**config.mk**
```make
export PLATFORM = sky130hd
export DESIGN_NAME = cart_loader_top
export DESIGN_NICKNAME = d
export VERILOG_FILES = /design/src/rtl/cart_pkg.sv /design/src/rtl/cart_loader_top.sv /design/src/rtl/region_select.sv /design/src/rtl/cart_header_parser.sv /design/src/rtl/cheat_code_assembler.sv /design/src/rtl/download_gate.sv
export SDC_FILE = /design/constraint.sdc
export NUM_CORES = 1
export LEC_CHECK = 0
export ABC_AREA = 1
export BUFFER_PORTS_ARGS = -buffer_cell sky130_fd_sc_hd__buf_4
export CORE_ASPECT_RATIO = 0.6
export CORE_UTILIZATION = 35
export DETAILED_ROUTE_END_ITERATION = 16
export PLACE_DENSITY_LB_ADDON = 0.08
export SYNTH_ARGS = -nofsm -noshare
export SYNTH_HDL_FRONTEND = slang
export SYNTH_SLANG_ARGS = --single-unit
```
**constraint.sdc**
```tcl
create_clock -name clk_sys -period 4.8 [get_ports clk_sys]
set_input_delay 0.96 -clock clk_sys [delete_from_list [all_inputs] [get_ports clk_sys]]
set_output_delay 0.96 -clock clk_sys [all_outputs]
set_load 0.005 [all_outputs]
```
**src/rtl/cart_pkg.sv**
```systemverilog
// Shared widths and header addresses for the cartridge loader
// Cheat code word layout
// Region, priority and auto mode encodings

package cart_pkg;

	////////////////////////////////////////////////////////////
	// Loader and memory widths
	localparam int addr_w     = 25;  // Loader byte address
	localparam int data_w     = 16;
	localparam int rom_addr_w = 24;  // ROM word address
	localparam int index_w    = 8;
	localparam int code_w     = 129;

	////////////////////////////////////////////////////////////
	// Cartridge header locations
	localparam logic [addr_w-1:0] hdr_region_addr  = 25'h1F0;
	localparam logic [addr_w-1:0] hdr_region2_addr = 25'h1F2;
	localparam logic [addr_w-1:0] hdr_ready_addr   = 25'h200;  // Header fully received

	// Product code words and the lookup point just past them
	localparam logic [addr_w-1:0] id_first_addr = 25'h182;
	localparam logic [addr_w-1:0] id_last_addr  = 25'h18A;
	localparam logic [addr_w-1:0] id_check_addr = 25'h18C;

	////////////////////////////////////////////////////////////
	// Cheat code layout, strobe bit on top
	localparam int code_stb_bit   = 128;
	localparam int code_flags_lsb = 96;
	localparam int code_addr_lsb  = 64;
	localparam int code_cmp_lsb   = 32;
	localparam int code_rep_lsb   = 0;

	typedef enum logic [1:0] {
		rgn_jp = 2'd0,
		rgn_us = 2'd1,
		rgn_eu = 2'd2
	} region_t;

	// Search order when header flags are checked
	typedef enum logic [1:0] {
		prio_us_eu_jp = 2'd0,
		prio_eu_us_jp = 2'd1,
		prio_us_jp_eu = 2'd2,
		prio_jp_us_eu = 2'd3
	} prio_t;

	typedef enum logic [1:0] {
		auto_header = 2'd0,
		auto_ext    = 2'd1,  // Region from file extension index
		auto_off    = 2'd2
	} auto_t;

endpackage
```
**src/rtl/cart_loader_top.sv**
```systemverilog
// Cartridge download front end
// Download gate, cheat assembler, header parser and region select

`timescale 1ns/1ns

module cart_loader_top import cart_pkg::*; (
	input  logic                  clk_sys,
	input  logic                  RESET,
	input  logic                  ioctl_download,
	input  logic                  ioctl_wr,
	input  logic [addr_w-1:0]     ioctl_addr,
	input  logic [data_w-1:0]     ioctl_data,
	input  logic [index_w-1:0]    ioctl_index,
	input  logic                  rom_wr_ack,
	input  auto_t                 auto_mode,
	input  prio_t                 region_prio,
	output logic                  cart_download,
	output logic                  code_download,
	output logic                  rom_wr_req,
	output logic [rom_addr_w-1:0] rom_addr,
	output logic [data_w-1:0]     rom_wdata,
	output logic                  ioctl_wait,
	output logic [addr_w-1:0]     rom_size,
	output logic [code_w-1:0]     cheat_code,
	output logic                  code_valid,
	output logic                  code_clear,
	output logic                  hdr_j,
	output logic                  hdr_u,
	output logic                  hdr_e,
	output logic                  hdr_ready,
	output logic                  sram_quirk,
	output logic                  eeprom_quirk,
	output logic                  svp_quirk,
	output region_t               region_req,
	output logic                  region_set
);

	////////////////////////////////////////////////////////////
	// Loader side and ROM writes
	download_gate i_download_gate (
		.clk_sys        (clk_sys),
		.RESET          (RESET),
		.ioctl_download (ioctl_download),
		.ioctl_wr       (ioctl_wr),
		.ioctl_addr     (ioctl_addr),
		.ioctl_data     (ioctl_data),
		.ioctl_index    (ioctl_index),
		.rom_wr_ack     (rom_wr_ack),
		.cart_download  (cart_download),
		.code_download  (code_download),
		.rom_wr_req     (rom_wr_req),
		.rom_addr       (rom_addr),
		.rom_wdata      (rom_wdata),
		.ioctl_wait     (ioctl_wait),
		.rom_size       (rom_size)
	);

	cheat_code_assembler i_cheat_code_assembler (
		.clk_sys       (clk_sys),
		.RESET         (RESET),
		.code_download (code_download),
		.ioctl_wr      (ioctl_wr),
		.ioctl_addr    (ioctl_addr),
		.ioctl_data    (ioctl_data),
		.cheat_code    (cheat_code),
		.code_valid    (code_valid),
		.code_clear    (code_clear)
	);

	cart_header_parser i_cart_header_parser (
		.clk_sys       (clk_sys),
		.RESET         (RESET),
		.cart_download (cart_download),
		.ioctl_wr      (ioctl_wr),
		.ioctl_addr    (ioctl_addr),
		.ioctl_data    (ioctl_data),
		.hdr_j         (hdr_j),
		.hdr_u         (hdr_u),
		.hdr_e         (hdr_e),
		.hdr_ready     (hdr_ready),
		.sram_quirk    (sram_quirk),
		.eeprom_quirk  (eeprom_quirk),
		.svp_quirk     (svp_quirk)
	);

	// Consumer of the header result
	region_select i_region_select (
		.clk_sys     (clk_sys),
		.RESET       (RESET),
		.hdr_ready   (hdr_ready),
		.hdr_j       (hdr_j),
		.hdr_u       (hdr_u),
		.hdr_e       (hdr_e),
		.auto_mode   (auto_mode),
		.region_prio (region_prio),
		.ioctl_index (ioctl_index),
		.region_req  (region_req),
		.region_set  (region_set)
	);

endmodule

```
**src/rtl/region_select.sv**
```systemverilog
// Console region choice once the header is in
// Header priority, file extension and disabled modes

`timescale 1ns/1ns

module region_select import cart_pkg::*; (
	input  logic               clk_sys,
	input  logic               RESET,
	input  logic               hdr_ready,
	input  logic               hdr_j,
	input  logic               hdr_u,
	input  logic               hdr_e,
	input  auto_t              auto_mode,
	input  prio_t              region_prio,
	input  logic [index_w-1:0] ioctl_index,
	output region_t            region_req,
	output logic               region_set
);

	logic    rdy_q;
	region_t hdr_pick;

	// First flagged region in priority order, else the head of that order
	always_comb begin
		case (region_prio)
			prio_us_eu_jp:
				hdr_pick = hdr_u ? rgn_us : hdr_e ? rgn_eu : hdr_j ? rgn_jp : rgn_us;
			prio_eu_us_jp:
				hdr_pick = hdr_e ? rgn_eu : hdr_u ? rgn_us : hdr_j ? rgn_jp : rgn_eu;
			prio_us_jp_eu:
				hdr_pick = hdr_u ? rgn_us : hdr_j ? rgn_jp : hdr_e ? rgn_eu : rgn_us;
			prio_jp_us_eu:
				hdr_pick = hdr_j ? rgn_jp : hdr_u ? rgn_us : hdr_e ? rgn_eu : rgn_jp;
			default:
				hdr_pick = rgn_us;
		endcase
	end

	always_ff @(posedge clk_sys) begin
		if (RESET) begin
			rdy_q      <= 1'b0;
			region_set <= 1'b0;
			region_req <= rgn_jp;
		end else begin
			rdy_q <= hdr_ready;
			if (hdr_ready && !rdy_q) begin
				case (auto_mode)
					auto_header: begin
						region_req <= hdr_pick;
						region_set <= 1'b1;
					end
					auto_ext: begin
						region_req <= region_t'(ioctl_index[7:6]);  // Extension code from loader
						region_set <= |ioctl_index;
					end
					auto_off: ;
					default: ;
				endcase
			end
			if (rdy_q && !hdr_ready)
				region_set <= 1'b0;  // Download over
		end
	end

	// Region only forced while the header is complete
	a_set_after_ready : assert property (@(posedge clk_sys) disable iff (RESET)
		$rose(region_set) |-> hdr_ready);

endmodule

```
**src/rtl/cart_header_parser.sv**
```systemverilog
// Region letters from the cartridge header
// Header-ready flag for the region logic
// Product code capture and quirk table lookup

`timescale 1ns/1ns

module cart_header_parser import cart_pkg::*; (
	input  logic              clk_sys,
	input  logic              RESET,
	input  logic              cart_download,
	input  logic              ioctl_wr,
	input  logic [addr_w-1:0] ioctl_addr,
	input  logic [data_w-1:0] ioctl_data,
	output logic              hdr_j,
	output logic              hdr_u,
	output logic              hdr_e,
	output logic              hdr_ready,
	output logic              sram_quirk,
	output logic              eeprom_quirk,
	output logic              svp_quirk
);

	logic        dl_q;
	logic        dl_rise;
	logic        dl_fall;
	logic        hdr_wr;
	logic [2:0]  rgn_flags;  // {E, U, J}
	logic [7:0]  lo_chr;
	logic [7:0]  hi_chr;
	logic [3:0]  hex_af;
	logic [63:0] cart_id;

	// Flag mask for a single region letter
	function automatic logic [2:0] letter_mask(input logic [7:0] chr);
		return {chr == "E", chr == "U", chr == "J"};
	endfunction

	assign dl_rise = cart_download & ~dl_q;
	assign dl_fall = dl_q & ~cart_download;
	assign hdr_wr  = cart_download & ioctl_wr;
	assign lo_chr  = ioctl_data[7:0];
	assign hi_chr  = ioctl_data[15:8];
	assign hex_af  = lo_chr[3:0] - 4'd7;  // 'A'..'F' to 10..15

	assign {hdr_e, hdr_u, hdr_j} = rgn_flags;

	always_ff @(posedge clk_sys) begin
		if (RESET) begin
			dl_q      <= 1'b0;
			rgn_flags <= '0;
			hdr_ready <= 1'b0;
		end else begin
			dl_q <= cart_download;
			if (dl_rise) rgn_flags <= '0;
			if (dl_fall) hdr_ready <= 1'b0;
			if (hdr_wr && ioctl_addr == hdr_region_addr) begin
				// Low byte is a letter or a hex region mask
				if (|letter_mask(lo_chr))
					rgn_flags <= rgn_flags | letter_mask(lo_chr) | letter_mask(hi_chr);
				else if (lo_chr >= "0" && lo_chr <= "9")
					rgn_flags <= {lo_chr[3], lo_chr[2], lo_chr[0]} | letter_mask(hi_chr);
				else if (lo_chr >= "A" && lo_chr <= "F")
					rgn_flags <= {hex_af[3], hex_af[2], hex_af[0]} | letter_mask(hi_chr);
				else
					rgn_flags <= rgn_flags | letter_mask(hi_chr);
			end
			if (hdr_wr && ioctl_addr == hdr_region2_addr)
				rgn_flags <= rgn_flags | letter_mask(lo_chr);
			if (hdr_wr && ioctl_addr == hdr_ready_addr)
				hdr_ready <= 1'b1;
		end
	end

	////////////////////////////////////////////////////////////
	// Product code, eight characters
	always_ff @(posedge clk_sys) begin
		if (hdr_wr) begin
			case (ioctl_addr)
				id_first_addr:      cart_id[63:56] <= hi_chr;
				id_first_addr + 2:  cart_id[55:40] <= {lo_chr, hi_chr};
				id_first_addr + 4:  cart_id[39:24] <= {lo_chr, hi_chr};
				id_first_addr + 6:  cart_id[23:8]  <= {lo_chr, hi_chr};
				id_last_addr:       cart_id[7:0]   <= lo_chr;
				default: ;
			endcase
		end
	end

	always_ff @(posedge clk_sys) begin
		if (RESET) begin
			sram_quirk   <= 1'b0;
			eeprom_quirk <= 1'b0;
			svp_quirk    <= 1'b0;
		end else if (dl_rise) begin
			sram_quirk   <= 1'b0;
			eeprom_quirk <= 1'b0;
			svp_quirk    <= 1'b0;
		end else if (hdr_wr && ioctl_addr == id_check_addr) begin
			case (cart_id)
				"T-081276", "T-81406 ", "T-081586", "T-81576 ":
					sram_quirk <= 1'b1;    // Battery RAM mapped despite header
				"MK-1215 ", "G-4060  ", "00001211":
					eeprom_quirk <= 1'b1;  // Serial EEPROM saves
				"MK-1229 ":
					svp_quirk <= 1'b1;
				default: ;
			endcase
		end
	end

endmodule

```
**src/rtl/cheat_code_assembler.sv**
```systemverilog
// Cheat code assembly from 16-bit loader words
// Load strobe and clear pulse for the cheat engine

`timescale 1ns/1ns

module cheat_code_assembler import cart_pkg::*; (
	input  logic              clk_sys,
	input  logic              RESET,
	input  logic              code_download,
	input  logic              ioctl_wr,
	input  logic [addr_w-1:0] ioctl_addr,
	input  logic [data_w-1:0] ioctl_data,
	output logic [code_w-1:0] cheat_code,
	output logic              code_valid,
	output logic              code_clear
);

	logic                    code_wr;
	logic                    code_stb;
	logic [code_stb_bit-1:0] code_body;

	assign code_wr    = code_download & ioctl_wr;
	assign cheat_code = {code_stb, code_body};
	assign code_valid = code_stb;

	always_ff @(posedge clk_sys) begin
		if (RESET) begin
			code_stb   <= 1'b0;
			code_clear <= 1'b0;
		end else begin
			code_stb   <= code_wr && (ioctl_addr[3:0] == 4'd14);  // Last word of a code
			code_clear <= code_wr && (ioctl_addr == '0);
		end
	end

	////////////////////////////////////////////////////////////
	// Word placement, low half of each field first
	always_ff @(posedge clk_sys) begin
		if (code_wr) begin
			case (ioctl_addr[3:0])
				4'd0:  code_body[code_flags_lsb +: data_w]          <= ioctl_data;
				4'd2:  code_body[code_flags_lsb + data_w +: data_w] <= ioctl_data;
				4'd4:  code_body[code_addr_lsb +: data_w]           <= ioctl_data;
				4'd6:  code_body[code_addr_lsb + data_w +: data_w]  <= ioctl_data;
				4'd8:  code_body[code_cmp_lsb +: data_w]            <= ioctl_data;
				4'd10: code_body[code_cmp_lsb + data_w +: data_w]   <= ioctl_data;
				4'd12: code_body[code_rep_lsb +: data_w]            <= ioctl_data;
				4'd14: code_body[code_rep_lsb + data_w +: data_w]   <= ioctl_data;
				default: ;
			endcase
		end
	end

	// Engine loads once per code
	a_valid_pulse : assert property (@(posedge clk_sys) disable iff (RESET)
		code_valid |=> !code_valid);

endmodule

```
**src/rtl/download_gate.sv**
```systemverilog
// Download type decode from the loader index
// ROM write request with toggle handshake and loader wait
// ROM size capture at the end of a cartridge download

`timescale 1ns/1ns

module download_gate import cart_pkg::*; (
	input  logic                  clk_sys,
	input  logic                  RESET,
	input  logic                  ioctl_download,
	input  logic                  ioctl_wr,
	input  logic [addr_w-1:0]     ioctl_addr,
	input  logic [data_w-1:0]     ioctl_data,
	input  logic [index_w-1:0]    ioctl_index,
	input  logic                  rom_wr_ack,
	output logic                  cart_download,
	output logic                  code_download,
	output logic                  rom_wr_req,
	output logic [rom_addr_w-1:0] rom_addr,
	output logic [data_w-1:0]     rom_wdata,
	output logic                  ioctl_wait,
	output logic [addr_w-1:0]     rom_size
);

	logic code_sel;
	logic dl_q;  // cart_download one cycle late

	// All ones index selects the cheat file
	assign code_sel      = &ioctl_index;
	assign cart_download = ioctl_download & ~code_sel;
	assign code_download = ioctl_download & code_sel;

	always_ff @(posedge clk_sys) begin
		if (RESET) begin
			rom_wr_req <= 1'b0;
			ioctl_wait <= 1'b0;
			dl_q       <= 1'b0;
		end else begin
			dl_q <= cart_download;
			if (cart_download && ioctl_wr) begin
				rom_wr_req <= ~rom_wr_req;  // New request pending
				ioctl_wait <= 1'b1;
			end else if (ioctl_wait && (rom_wr_req == rom_wr_ack)) begin
				ioctl_wait <= 1'b0;         // Memory caught up
			end
		end
	end

	// Word held for memory, bytes swapped
	always_ff @(posedge clk_sys) begin
		if (cart_download && ioctl_wr) begin
			rom_addr  <= ioctl_addr[addr_w-1:1];
			rom_wdata <= {ioctl_data[7:0], ioctl_data[15:8]};
		end
		if (dl_q && !cart_download)
			rom_size <= ioctl_addr;  // Last address of the image
	end

	// A new request only starts once the previous one has drained
	a_req_idle : assert property (@(posedge clk_sys) disable iff (RESET)
		$changed(rom_wr_req) |-> !$past(ioctl_wait));

endmodule

```
-- After elaboration in Yosys (flattened, before gate mapping)
Index checks and enable logic that the tools add are counted.
- register bits: 273
- output and inout port bits: 210
- equality and inequality tests: 35
- $lt $le $gt $ge: 4
- bitwise logic cells: 15
- $add $sub $neg: 1
- reductions and logical operators: 48
- multiplexer cells: 25
- operators by type and width (cell ; count):
    64-bit by 63-bit == test with 1-bit output (second input constant) ; 7
    25-bit by 9-bit == test with 1-bit output (second input constant) ; 8
    64-bit by 62-bit == test with 1-bit output (second input constant) ; 1
    8-bit by 7-bit == test with 1-bit output (second input constant) ; 6
    2-bit AND reduction ; 17
    25-bit by 10-bit == test with 1-bit output (second input constant) ; 1
    25-bit logical NOT ; 1
    2-bit two-way mux ; 11
    3-bit two-way mux ; 6
    4-bit == test (second input constant) ; 4
    3-bit bitwise OR ; 5
    1-bit logical AND ; 13
    4-bit by 3-bit == test with 1-bit output (second input constant) ; 2
    8-bit by 6-bit greater-or-equal comparator with 1-bit output (second input constant) ; 1
    8-bit by 7-bit greater-or-equal comparator with 1-bit output (second input constant) ; 1
    8-bit by 6-bit less-or-equal comparator with 1-bit output (second input constant) ; 1
    8-bit by 7-bit less-or-equal comparator with 1-bit output (second input constant) ; 1
    2-bit one-hot mux with 4 select lines ; 1
    8-bit AND reduction ; 1
    8-bit OR reduction ; 1
    1-bit bitwise AND ; 6
    2-bit nonzero test ; 3
    3-bit OR reduction ; 2
    1-bit two-way mux ; 5
    other kinds (14) ; 23

-- Logic depth before layout (Yosys ltp)
Gate-level depths: netlist of the first run.
- depth in word-level cells: 7
- mapped depth: 13
- depth with buffers taken out: 13

-- Modules after synthesis
A second synthesis of the first run with hierarchy kept.
- cells, all modules: 715
- area total of the unflattened synthesis: 10119.7 um2
- modules (own cells, without submodules) (module ; area each (um2) ; times used ; cells an instance):
    cheat_code_assembler ; 4067.7 ; 1 ; 175
    cart_header_parser ; 3627.2 ; 1 ; 399
    download_gate ; 2132.0 ; 1 ; 94
    region_select ; 292.8 ; 1 ; 47

-- Worst setup path before layout of the first run
OpenSTA, ideal clock, no wires.
- path kind: in2reg
- from: in ioctl_addr[17]
- to: reg i_cart_header_parser.cart_id[24], enable pin
- stages on the path: 8
- library setup time: 430 ps
- arrival time: 3267 ps
- data required time: 4370 ps
- path buffers: 0
- slack: 1103 ps
- cells stage by stage: or2_1 nor2_1 nand3_2 clkinv_2 nand2_4 nor2_4 nand2_1 nor4_1
- cells in the longest elaborated chain, start to end: 2
- RTL lines (item ; RTL line ; text):
    start, declared ; cart_loader_top.sv:11 ; input logic [addr_w-1:0] ioctl_addr,
    25-bit by 9-bit == test with 1-bit output ; cart_header_parser.sv:78 ; case (ioctl_addr)
    2-bit AND reduction (no source line) ; -- ;
    end signal, assigned ; cart_header_parser.sv:81 ; id_first_addr + 4: cart_id[39:24] <= {lo_chr, hi_chr};
    end, declared ; cart_header_parser.sv:31 ; logic [63:0] cart_id;
Every way passes these cells.
A chain may end at the register's enable or synchronous reset.

-- Final worst setup path of the first run
- from: in ioctl_index[6]
- to: out code_download
- cells in the longest elaborated chain, start to end: 2
- RTL lines (item ; RTL line ; text):
    start, declared ; cart_loader_top.sv:13 ; input logic [index_w-1:0] ioctl_index,
    8-bit AND reduction ; download_gate.sv:29 ; assign code_sel = &ioctl_index;
    1-bit bitwise AND ; download_gate.sv:31 ; assign code_download = ioctl_download & code_sel;
    end, declared ; cart_loader_top.sv:18 ; output logic code_download,
Every way passes these cells.

==> qor.yml, run 1 <==
p_sw_mw: 1.064
slew_violations: 0
tightest_slew_ps: 1173
seq_area_frac_synth: 0.8125
vias: 6359
synth_edf_count: 257
grt_pass1_wl_um: 40370
place.gp.congestion: 0.8547
start_kind: "input port"
required_ps: 3840
crit_family: "simple AND/OR/NAND/NOR gates"
worst_r2r_path_depth: 8
path_clk_slew_ps: 60
synthTopCellsByArea: "edfxtp_1 78%, dfxtp_1 3.2%, nand2_1 3.0%"
slew_headroom: 0.2172
critical_path.cell_chain: "buf_4 -> nand2_1 -> nor2_1 -> nand2_1 -> nor2_1 -> buf_4"
num_rows: 47
syn_nets: 721
synth-async-reset-ratio: 0
antenna_found_initial: 0
min_period_over_period: 0.5593
worstSetupPathType: "in2out"
fmax_mhz: 372.5
post_drt_wl_per_cell_um: 20.67
finalPower_mw: 4.990
dr.first_iter.drc_count: 553
area_growth_pct: 34.85
cts_root_buffer: "clkbuf_16"
mappedNetlistArea_mm2: 0.009892
synth_common_cells: "257 x edfxtp_1, 79 x nand2_1, 78 x nor2_1, 62 x inv_1, 38 x nand3_1"
crit_path_top_delay_cell: "nor2_1"
worst-path-max-fanout: 3
num_antenna_cells: 0
leakagePower_nw: 5.044
cts_sinks: 273
fin_crit_ps: 2685
place_area_mm2: 0.01245
synth-main-ff-cell: "edfxtp_1"
ant_nets: 0
synth_top_area_frac: 0.7802
drt_pre_antenna_iters: 7
initial_core_util: 0.3579
worstHoldPathType: "reg2reg"
finalHoldViolCount: 0
maxCapViolations: 0
die_h_um: 132.2
gr-usage-all-layers: 0.1918
setup_violations: 0
final_area_mm2: 0.01334
post_cts_buffers: 0
drive_gt1_frac: 0.3631
dpl.hpwl_um: 19090
ctsResizeCount: 0
ys_seq_elements: 273
internal_power_mw: 3.927
rsz0062_at_grt: "false"
cts_buffer_depth: 3
finish.net_count: 1023
port-buffer-count: 267
tns_ps: 0
peakVddDrop_v: 0.0002213
die_area_mm2: 0.02896
ios: 268
avgSynthCellArea_um2: 14.92
synth_cell_types: 39
pwr-share-comb: 0.043
route.detailed.drc: 0
worstSkewPairLatency_ps: 560
grt_start_max_net_pins: 45
powerDensity_mw_per_mm2: 374.1
status: "finished clean"
numCtsBuffers: 28
hold_depth: 2
synth_area_leader_cell: "edfxtp_1"
avgViaCountPerCell: 4.700
fin_skew_ps: 19.42
cts_tree: "built"
grt_pass1_vias: 6160
ctsHoldBuffers: 0
cp.depth: 6
p_clk_frac: 0.426
die_w_um: 219.0
p_sw_frac: 0.2131
cp_data_arrival_time_ps: 1720
fillers: 2450
slowest_delay_ps: 230
gr-total-overflow: 0
cts_max_level: 1
synth_warnings: 0
drt-total-wl_um: 27970
end_kind: "output pin"
synthCells: 663
yosysMostFrequentCell: "edfxtp_1"
path_buf_inv: 2
power_frac_seq: 0.531
core-area_mm2: 0.02764
==> power groups by stage <==
stage	logic, mW	registers, mW	clock network, mW
after floorplan	0.0507	2.70	0
after global placement	0.219	2.70	0
after detailed placement	0.218	2.70	0
after CTS	0.218	2.65	2.18
after global routing	0.234	2.65	2.26
final	0.215	2.65	2.13
==> layout by cell type, fill, tap and decap left out, drive strengths merged <==
| cell | instances |
|---|---|
| o211ai | 2 |
| nor2 | 83 |
| a31oi | 4 |
| clkinvlp | 1 |
| dfxtp | 16 |
| clkinv | 13 |
| a21oi | 15 |
| inv | 67 |
| bufinv | 2 |
| nand3b | 4 |
| xor2 | 2 |
| nor3 | 32 |
| nand2 | 83 |
| clkbuf | 35 |
| and3 | 1 |
| nor4 | 12 |
| buf | 275 |
| o221ai | 1 |
| a21boi | 1 |
| o21ai | 12 |
| o31ai | 1 |
| and2 | 1 |
| o32ai | 1 |
| or2 | 10 |
| nand3 | 41 |
| edfxtp | 257 |
| and3b | 1 |
| nor3b | 1 |
| nand4 | 12 |
==> cells by family after synthesis <==
kind of cell | Yosys count | synth area share
flops | 273 | 0.8125
simple gates | 281 | 0.1365
buf+inv | 70 | 0.02745
xor+xnor | 2 | 0.001771
compound gates | 37 | 0.02176
==> layer usage <==
metal,vias to the layer above,global-route usage,share of wire
met2,175,0.2695,0.43
met5,-,0,0
met4,0,0.03318,0.014
li1,3004,-,-
met1,3149,0.2944,0.49
met3,31,0.05629,0.072
==> tightest hold or removal path: cells and delay by family, from the launching register on <==
| family | cells | cell delay, ps |
|---|---|---|
| flops | 1 | 310 |
| compound gates | 1 | 50 |
| buf+inv | 1 | 50 |
==> registers in the layout (all words and copies together) (netlist names), 2 cells and up <==
signal	flops
i_cheat_code_assembler.code_body	128
i_cart_header_parser.rgn_flags	3
i_cart_header_parser.cart_id	64
i_download_gate.rom_addr	24
i_download_gate.rom_size	25
i_download_gate.rom_wdata	16
i_region_select.region_req	2
==> area by class of cell <==
| class | instances | area [um^2] | area share |
|---|---|---|---|
| Inverter | 67 | 255.2 | 0.01914 |
| Clock buffer | 35 | 737.0 | 0.05525 |
| Sequential cell | 273 | 8038 | 0.6026 |
| Clock inverter | 16 | 156.4 | 0.01173 |
| Multi-Input combinational cell | 320 | 1629 | 0.1221 |
| Timing Repair Buffer | 275 | 2064 | 0.1548 |
| Tap cell | 367 | 459.2 | 0.03442 |
==> per-stage QoR <==
step / util / setup slack, ps / std cells / hold WS (ps)
final: 0.4826 / 2115 / 1353 / 453.7
after global routing: 0.4826 / 1968 / 1353 / 466.7
after CTS: 0.4826 / 2101 / 1353 / 454.6
after detailed placement: 0.4503 / 1573 / 1302 / 445.0
after global placement: 0.4503 / 1567 / 1302 / 444.3
after floorplan: - / 1103 / 663 / 445.9
==> path summary, 6_finish.rpt <==
check                                                       start                                 to  slack (ps)
worst min register to register  i_cart_header_parser.eeprom_quirk  i_cart_header_parser.eeprom_quirk         450
worst max-delay path                               ioctl_index[6]                      code_download        2120
worst max register to register   i_cart_header_parser.cart_id[27]  i_cart_header_parser.eeprom_quirk        3060
worst min-delay path            i_cart_header_parser.eeprom_quirk  i_cart_header_parser.eeprom_quirk         450
(Power assumes the default switching activity.)
==> inputs of run 2 (changes only) <==
- ABC_AREA: 1 -> 0
- clock period: 4.8 -> 2.3 ns (I/O delays scaled with it)
==> run 2 against run 1 <==
Combinational power grew 100%. Clock skew shrank 11 ps. Total power grew 110%. Clock-buffer cell count shrank 6. Global-route usage is essentially flat. Critical endpoint is now i_cart_header_parser.svp_quirk.
==> qor.yml, run 2 <==
fillers: 2242
die_w_um: 214.9
leakagePower_nw: 4.788
antenna_found_initial: 1
grt_start_max_net_pins: 29
grt_pass1_vias: 6006
tightest_slew_ps: 587.9
r2r_slack_ps: 340
num_rows: 46
yosysMostFrequentCell: "edfxtp_1"
ctsHoldBuffers: 0
critical_path.cell_chain: "nor4b_1 -> nand4_1 -> nor4_2 -> a31oi_1 -> nor3_1"
synth_area_leader_cell: "edfxtp_1"
regMostFlops: "i_cheat_code_assembler.code_body"
die_h_um: 129.7
gr-total-overflow: 0
synth-async-reset-ratio: 0
worstSetupPathType: "reg2reg"
syn_nets: 569
met2_usage: 0.2876
required_ps: 2740
synth_edf_count: 257
core-area_mm2: 0.02659
crit_family: "simple AND/OR/NAND/NOR gates"
layout.cells.most_common: "buf_4"
slew_violations: 0
min_period_over_period: 0.8507
fin_crit_ps: 1957
worstSkewPairLatency_ps: 540
avgSynthCellArea_um2: 18.63
cts_max_level: 1
place.gp.congestion: 0.8189
vias: 6089
gr-usage-all-layers: 0.1922
dr.first_iter.drc_count: 384
end_kind: "flop"
crit_path_top_delay_cell: "nor4b_1"
cts_buffer_depth: 3
start_kind: "flop"
reg.largest.list: "i_cheat_code_assembler.code_body x128, i_cart_header_parser.cart_id x64, i_download_gate.rom_size x25"
final_cell_mix: "286 x buf_4, 257 x edfxtp_1, 33 x nor2_1, 27 x clkbuf_16, 18 x nand2_1"
peakVddDrop_v: 0.0005514
worstHoldPathType: "in2reg"
grt_pass1_wl_um: 39430
slew_headroom: 0.6072
route.detailed.drc: 0
met1_usage: 0.2755
cts_root_buffer: "clkbuf_16"
synth_warnings: 0
cts_sinks: 273
ant_nets: 0
slowest_delay_ps: 440
post_cts_buffers: 0
drt-total-wl_um: 27240
area_growth_pct: 39.84
fin_skew_ps: 8.104
path_buf_inv: 0
finish.net_count: 893
path_clk_slew_ps: 60
powerDensity_mw_per_mm2: 795.8
synth-main-ff-cell: "edfxtp_1"
dpl.hpwl_um: 18640
post_drt_wl_per_cell_um: 22.40
port-buffer-count: 267
grt_use_met3: 0.06014
fmax_mhz: 511.1
synth_top_area_frac: 0.8107
finalHoldViolCount: 0
initial_core_util: 0.3580
pre_cts_slack_ps: -1.271
cp_data_arrival_time_ps: 2400
worst-path-max-fanout: 3
die_area_mm2: 0.02788
ios: 268
status: "finished clean"
finalPower_mw: 10.59
numCtsBuffers: 27
drt_pre_antenna_iters: 4
rsz0062_at_grt: "false"
setup_slack_ps: 343.3
cts_tree: "built"
maxCapViolations: 0
synth_cell_types: 56
synthTopCellsByArea: "edfxtp_1 81%, dfxtp_1 3.4%, nor2_1 1.5%"
largest_reg_flops: 128
seq_area_frac_synth: 0.8444
setup_violations: 0
avgViaCountPerCell: 5.007
synth_common_cells: "257 x edfxtp_1, 37 x nor2_1, 18 x nand2_1, 16 x dfxtp_1"
mappedNetlistArea_mm2: 0.009519
grt_busiest_layer: "met2"
drive_gt1_frac: 0.4211
synthCells: 511
ys_seq_elements: 273
run 2: kinds of logic (layout without fill, tap and decap cells):
logic type / after synthesis / count (layout) / share of synthesized area
AOI/OAI and AO/OA: 47 / 47 / 0.03365
xor gates and xnor gates: 2 / 2 / 0.001841
buffers and inverters: 12 / 356 / 0.005127
DFF: 273 / 273 / 0.8444
muxes: 1 / 1 / 0.001052
other: 0 / 1 / 0
and+or+nand+nor: 176 / 176 / 0.1140
run 2: final timing paths:
| path | from | endpoint | cells after the start |
|---|---|---|---|
| worst max-delay path | i_cart_header_parser.cart_id[41] | i_cart_header_parser.svp_quirk | 5 |
| worst min-delay path | ioctl_addr[19] | i_download_gate.rom_size[19] | 1 |
| worst min register to register | i_cart_header_parser.sram_quirk | i_cart_header_parser.sram_quirk | 2 |
| worst max register to register | i_cart_header_parser.cart_id[41] | i_cart_header_parser.svp_quirk | 5 |
run 2: final cells by class:
class / instances / area, um^2 / area share
Multi-Input combinational cell: 226 / 1464 / 0.1100
Clock inverter: 20 / 232.7 / 0.01748
Sequential cell: 273 / 8038 / 0.6038
Clock buffer: 29 / 703.2 / 0.05282
Timing Repair Buffer: 298 / 2387 / 0.1793
Inverter: 9 / 33.78 / 0.002538
Antenna cell: 1 / 2.502 / 0.0001880
Tap cell: 360 / 450.4 / 0.03384
run 2: routing by layer:
layer  up-vias  share of wire
li1       2730              -
met1      3128           0.46
met2       200           0.45
met3        31          0.073
met4         0          0.016
met5         -              0
run 2: what timing repair did:
action | CTS | global route
endpoints found under the setup margin | 0 | 1
endpoints found under the hold margin | 0 | 0
resized for setup | 0 | 1
run 2: worst reg2reg max path, cell delays in order, from the launching register on:
cell      delay [ps]
edfxtp_1         360
nor4b_1          440
nand4_1          290
nor4_2           370
a31oi_1          180
nor3_1           230
run 2: report_power, final:
group          internal, mW  switching (mW)  leakage, nW  total, mW
logic                 0.179           0.254         1.87      0.433
clock network          2.77            1.87        0.460       4.64
registers              5.50          0.0208         2.46       5.52
total                  8.45            2.14         4.79       10.6
run 2: metrics by stage:
stage	hold WS [ps]	cell area, um^2	util	TNS, ps	instances
floorplan	447.5	9534	-	-3130	511
global placement	449.5	12370	0.4651	-118.2	1166
detailed placement	452.8	12370	0.4651	-12.77	1166
CTS	85.71	13300	0.5003	0	1215
global route	89.16	13310	0.5005	0	1215
finish	113.1	13310	0.5006	0	1216
==> inputs of run 3 (changes only) <==
- CELL_PAD_IN_SITES_DETAIL_PLACEMENT: default -> 1
- CELL_PAD_IN_SITES_GLOBAL_PLACEMENT: default -> 1
==> run 3 against run 2 <==
Non-clock buffer count increased by 4. Maximum frequency shrank 6.8%. Setup slack lost 140 ps. Worst hold slack improved by 8.3 ps. Die area unchanged. Largest cell class unchanged.
==> qor.yml, run 3 (synthesis results as in run 2) <==
ctsHoldBuffers: 0
dp.cells: 1170
finish.net_count: 896
pwr-share-comb: 0.042
cts_max_level: 1
route.detailed.drc: 0
rsz0062_at_grt: "false"
start_kind: "flop"
slowest_delay_ps: 530
finalHoldViolCount: 0
area_growth_pct: 39.13
tns_ps: 0
fin_crit_ps: 2100
drt-total-wl_um: 28870
post_drt_wl_per_cell_um: 23.68
initial_core_util: 0.3580
dr.first_iter.drc_count: 347
worstSetupPathType: "reg2reg"
slew_violations: 0
p_sw_frac: 0.2095
grt_pass1_vias: 6390
die_h_um: 129.7
path_clk_slew_ps: 60
min_period_over_period: 0.9131
avgViaCountPerCell: 4.994
place_area_mm2: 0.01240
leakagePower_nw: 4.757
place.gp.congestion: 0.8150
worstHoldPathType: "in2reg"
internal_power_mw: 8.065
drive_gt1_frac: 0.4219
num_rows: 46
cp_data_arrival_time_ps: 2550
setup_violations: 0
gr-total-overflow: 0
ctsResizeCount: 0
port-buffer-count: 267
final_area_mm2: 0.01324
powerDensity_mw_per_mm2: 770.3
antenna_found_initial: 0
power_frac_seq: 0.541
vias: 6088
ant_nets: 0
worstSkewPairLatency_ps: 540
drt_pre_antenna_iters: 4
worst-path-max-fanout: 3
layout.cells.most_common: "buf_4"
fmax_mhz: 476.2
p_sw_mw: 2.137
die_area_mm2: 0.02788
core-area_mm2: 0.02659
critical_path.cell_chain: "nor4b_1 -> nand4_1 -> nor4_1 -> buf_4 -> a31oi_1 -> nor3_1"
post_cts_buffers: 0
grt_pass1_wl_um: 41900
cts_sinks: 273
die_w_um: 214.9
fillers: 2621
gr-usage-all-layers: 0.2038
status: "finished clean"
largest_reg_flops: 128
dpl.hpwl_um: 20280
fin_skew_ps: 14.56
numCtsBuffers: 26
end_kind: "flop"
tightest_slew_ps: 1139
final_cell_mix: "291 x buf_4, 257 x edfxtp_1, 29 x nor2_1, 27 x clkbuf_16, 18 x nand2_1"
required_ps: 2750
p_clk_frac: 0.416
grt_start_max_net_pins: 31
cts_tree: "built"
r2r_slack_ps: 200
slew_headroom: 0.2304
cts_root_buffer: "clkbuf_16"
reg.largest.list: "i_cheat_code_assembler.code_body x128, i_cart_header_parser.cart_id x64, i_download_gate.rom_size x25"
regMostFlops: "i_cheat_code_assembler.code_body"
cts_buffer_depth: 3
final-instance-count-excl-fill: 1219
ios: 268
peakVddDrop_v: 0.0006428
maxCapViolations: 0
crit_path_top_delay_cell: "nor4b_1"
[run 3: cell count changes in the layout (fill, tap and decap cells not counted), moves of 2 or more]
cell and delta:
buf_4 +5, bufinv_16 -3, clkbuf_1 +4, clkbuf_8 -2, clkinv_2 -2, inv_6 +2
nor2_1 -4, nor2_2 +4
[run 3: per-layer routing]
| metal | track usage | part of all wire |
|---|---|---|
| met1 | 0.2933 | 0.47 |
| met2 | 0.3120 | 0.45 |
| met3 | 0.05664 | 0.061 |
| met4 | 0.03866 | 0.016 |
| met5 | 0 | 0 |
[run 3: stage by stage]
stage	total power, mW	hold WS [ps]	util	setup WS [ps]
floorplan	5.708	447.5	-	-97.81
global placement	6.052	452.6	0.4664	-76.55
detailed placement	6.066	468.7	0.4664	-103.5
CTS	10.33	95.86	0.4980	194.0
global route	10.49	100.1	0.4980	41.18
finish	10.20	121.4	0.4981	200.0
[run 3: layout make-up]
type | instances | area (um^2) | area share
well taps | 360 | 450.4 | 0.03401
multi-input cells | 226 | 1474 | 0.1113
flip-flops and latches | 273 | 8038 | 0.6069
clock buffers | 31 | 690.7 | 0.05215
repair buffers | 302 | 2405 | 0.1816
diodes | 1 | 2.502 | 0.0001889
clock inverters | 17 | 150.1 | 0.01134
inverters | 9 | 33.78 | 0.002551
[run 3: path summary, 6_finish.rpt]
| check | depth (start not counted) | startpoint | to |
|---|---|---|---|
| setup / recovery | 6 | i_cart_header_parser.cart_id[41] | i_cart_header_parser.svp_quirk |
| hold / removal | 1 | ioctl_addr[18] | i_download_gate.rom_addr[17] |
| setup reg to reg | 6 | i_cart_header_parser.cart_id[41] | i_cart_header_parser.svp_quirk |
| hold reg to reg | 2 | i_cart_header_parser.sram_quirk | i_cart_header_parser.sram_quirk |
[run 3: power groups by stage]
stage | sequential, mW | clock [mW] | combinational [mW]
after global placement | 5.63 | 0 | 0.425
after detailed placement | 5.63 | 0 | 0.436
after floorplan | 5.64 | 0 | 0.0695
final | 5.52 | 4.25 | 0.432
after CTS | 5.52 | 4.37 | 0.439
after global routing | 5.52 | 4.50 | 0.463
[run 3: critical path, delay by kind of cell, from the launching register on]
kind,cells,cell delay [ps]
AOI/OAI and AO/OA,1,80
buffers and inverters,1,180
DFF,1,360
and+or+nand+nor,4,1400
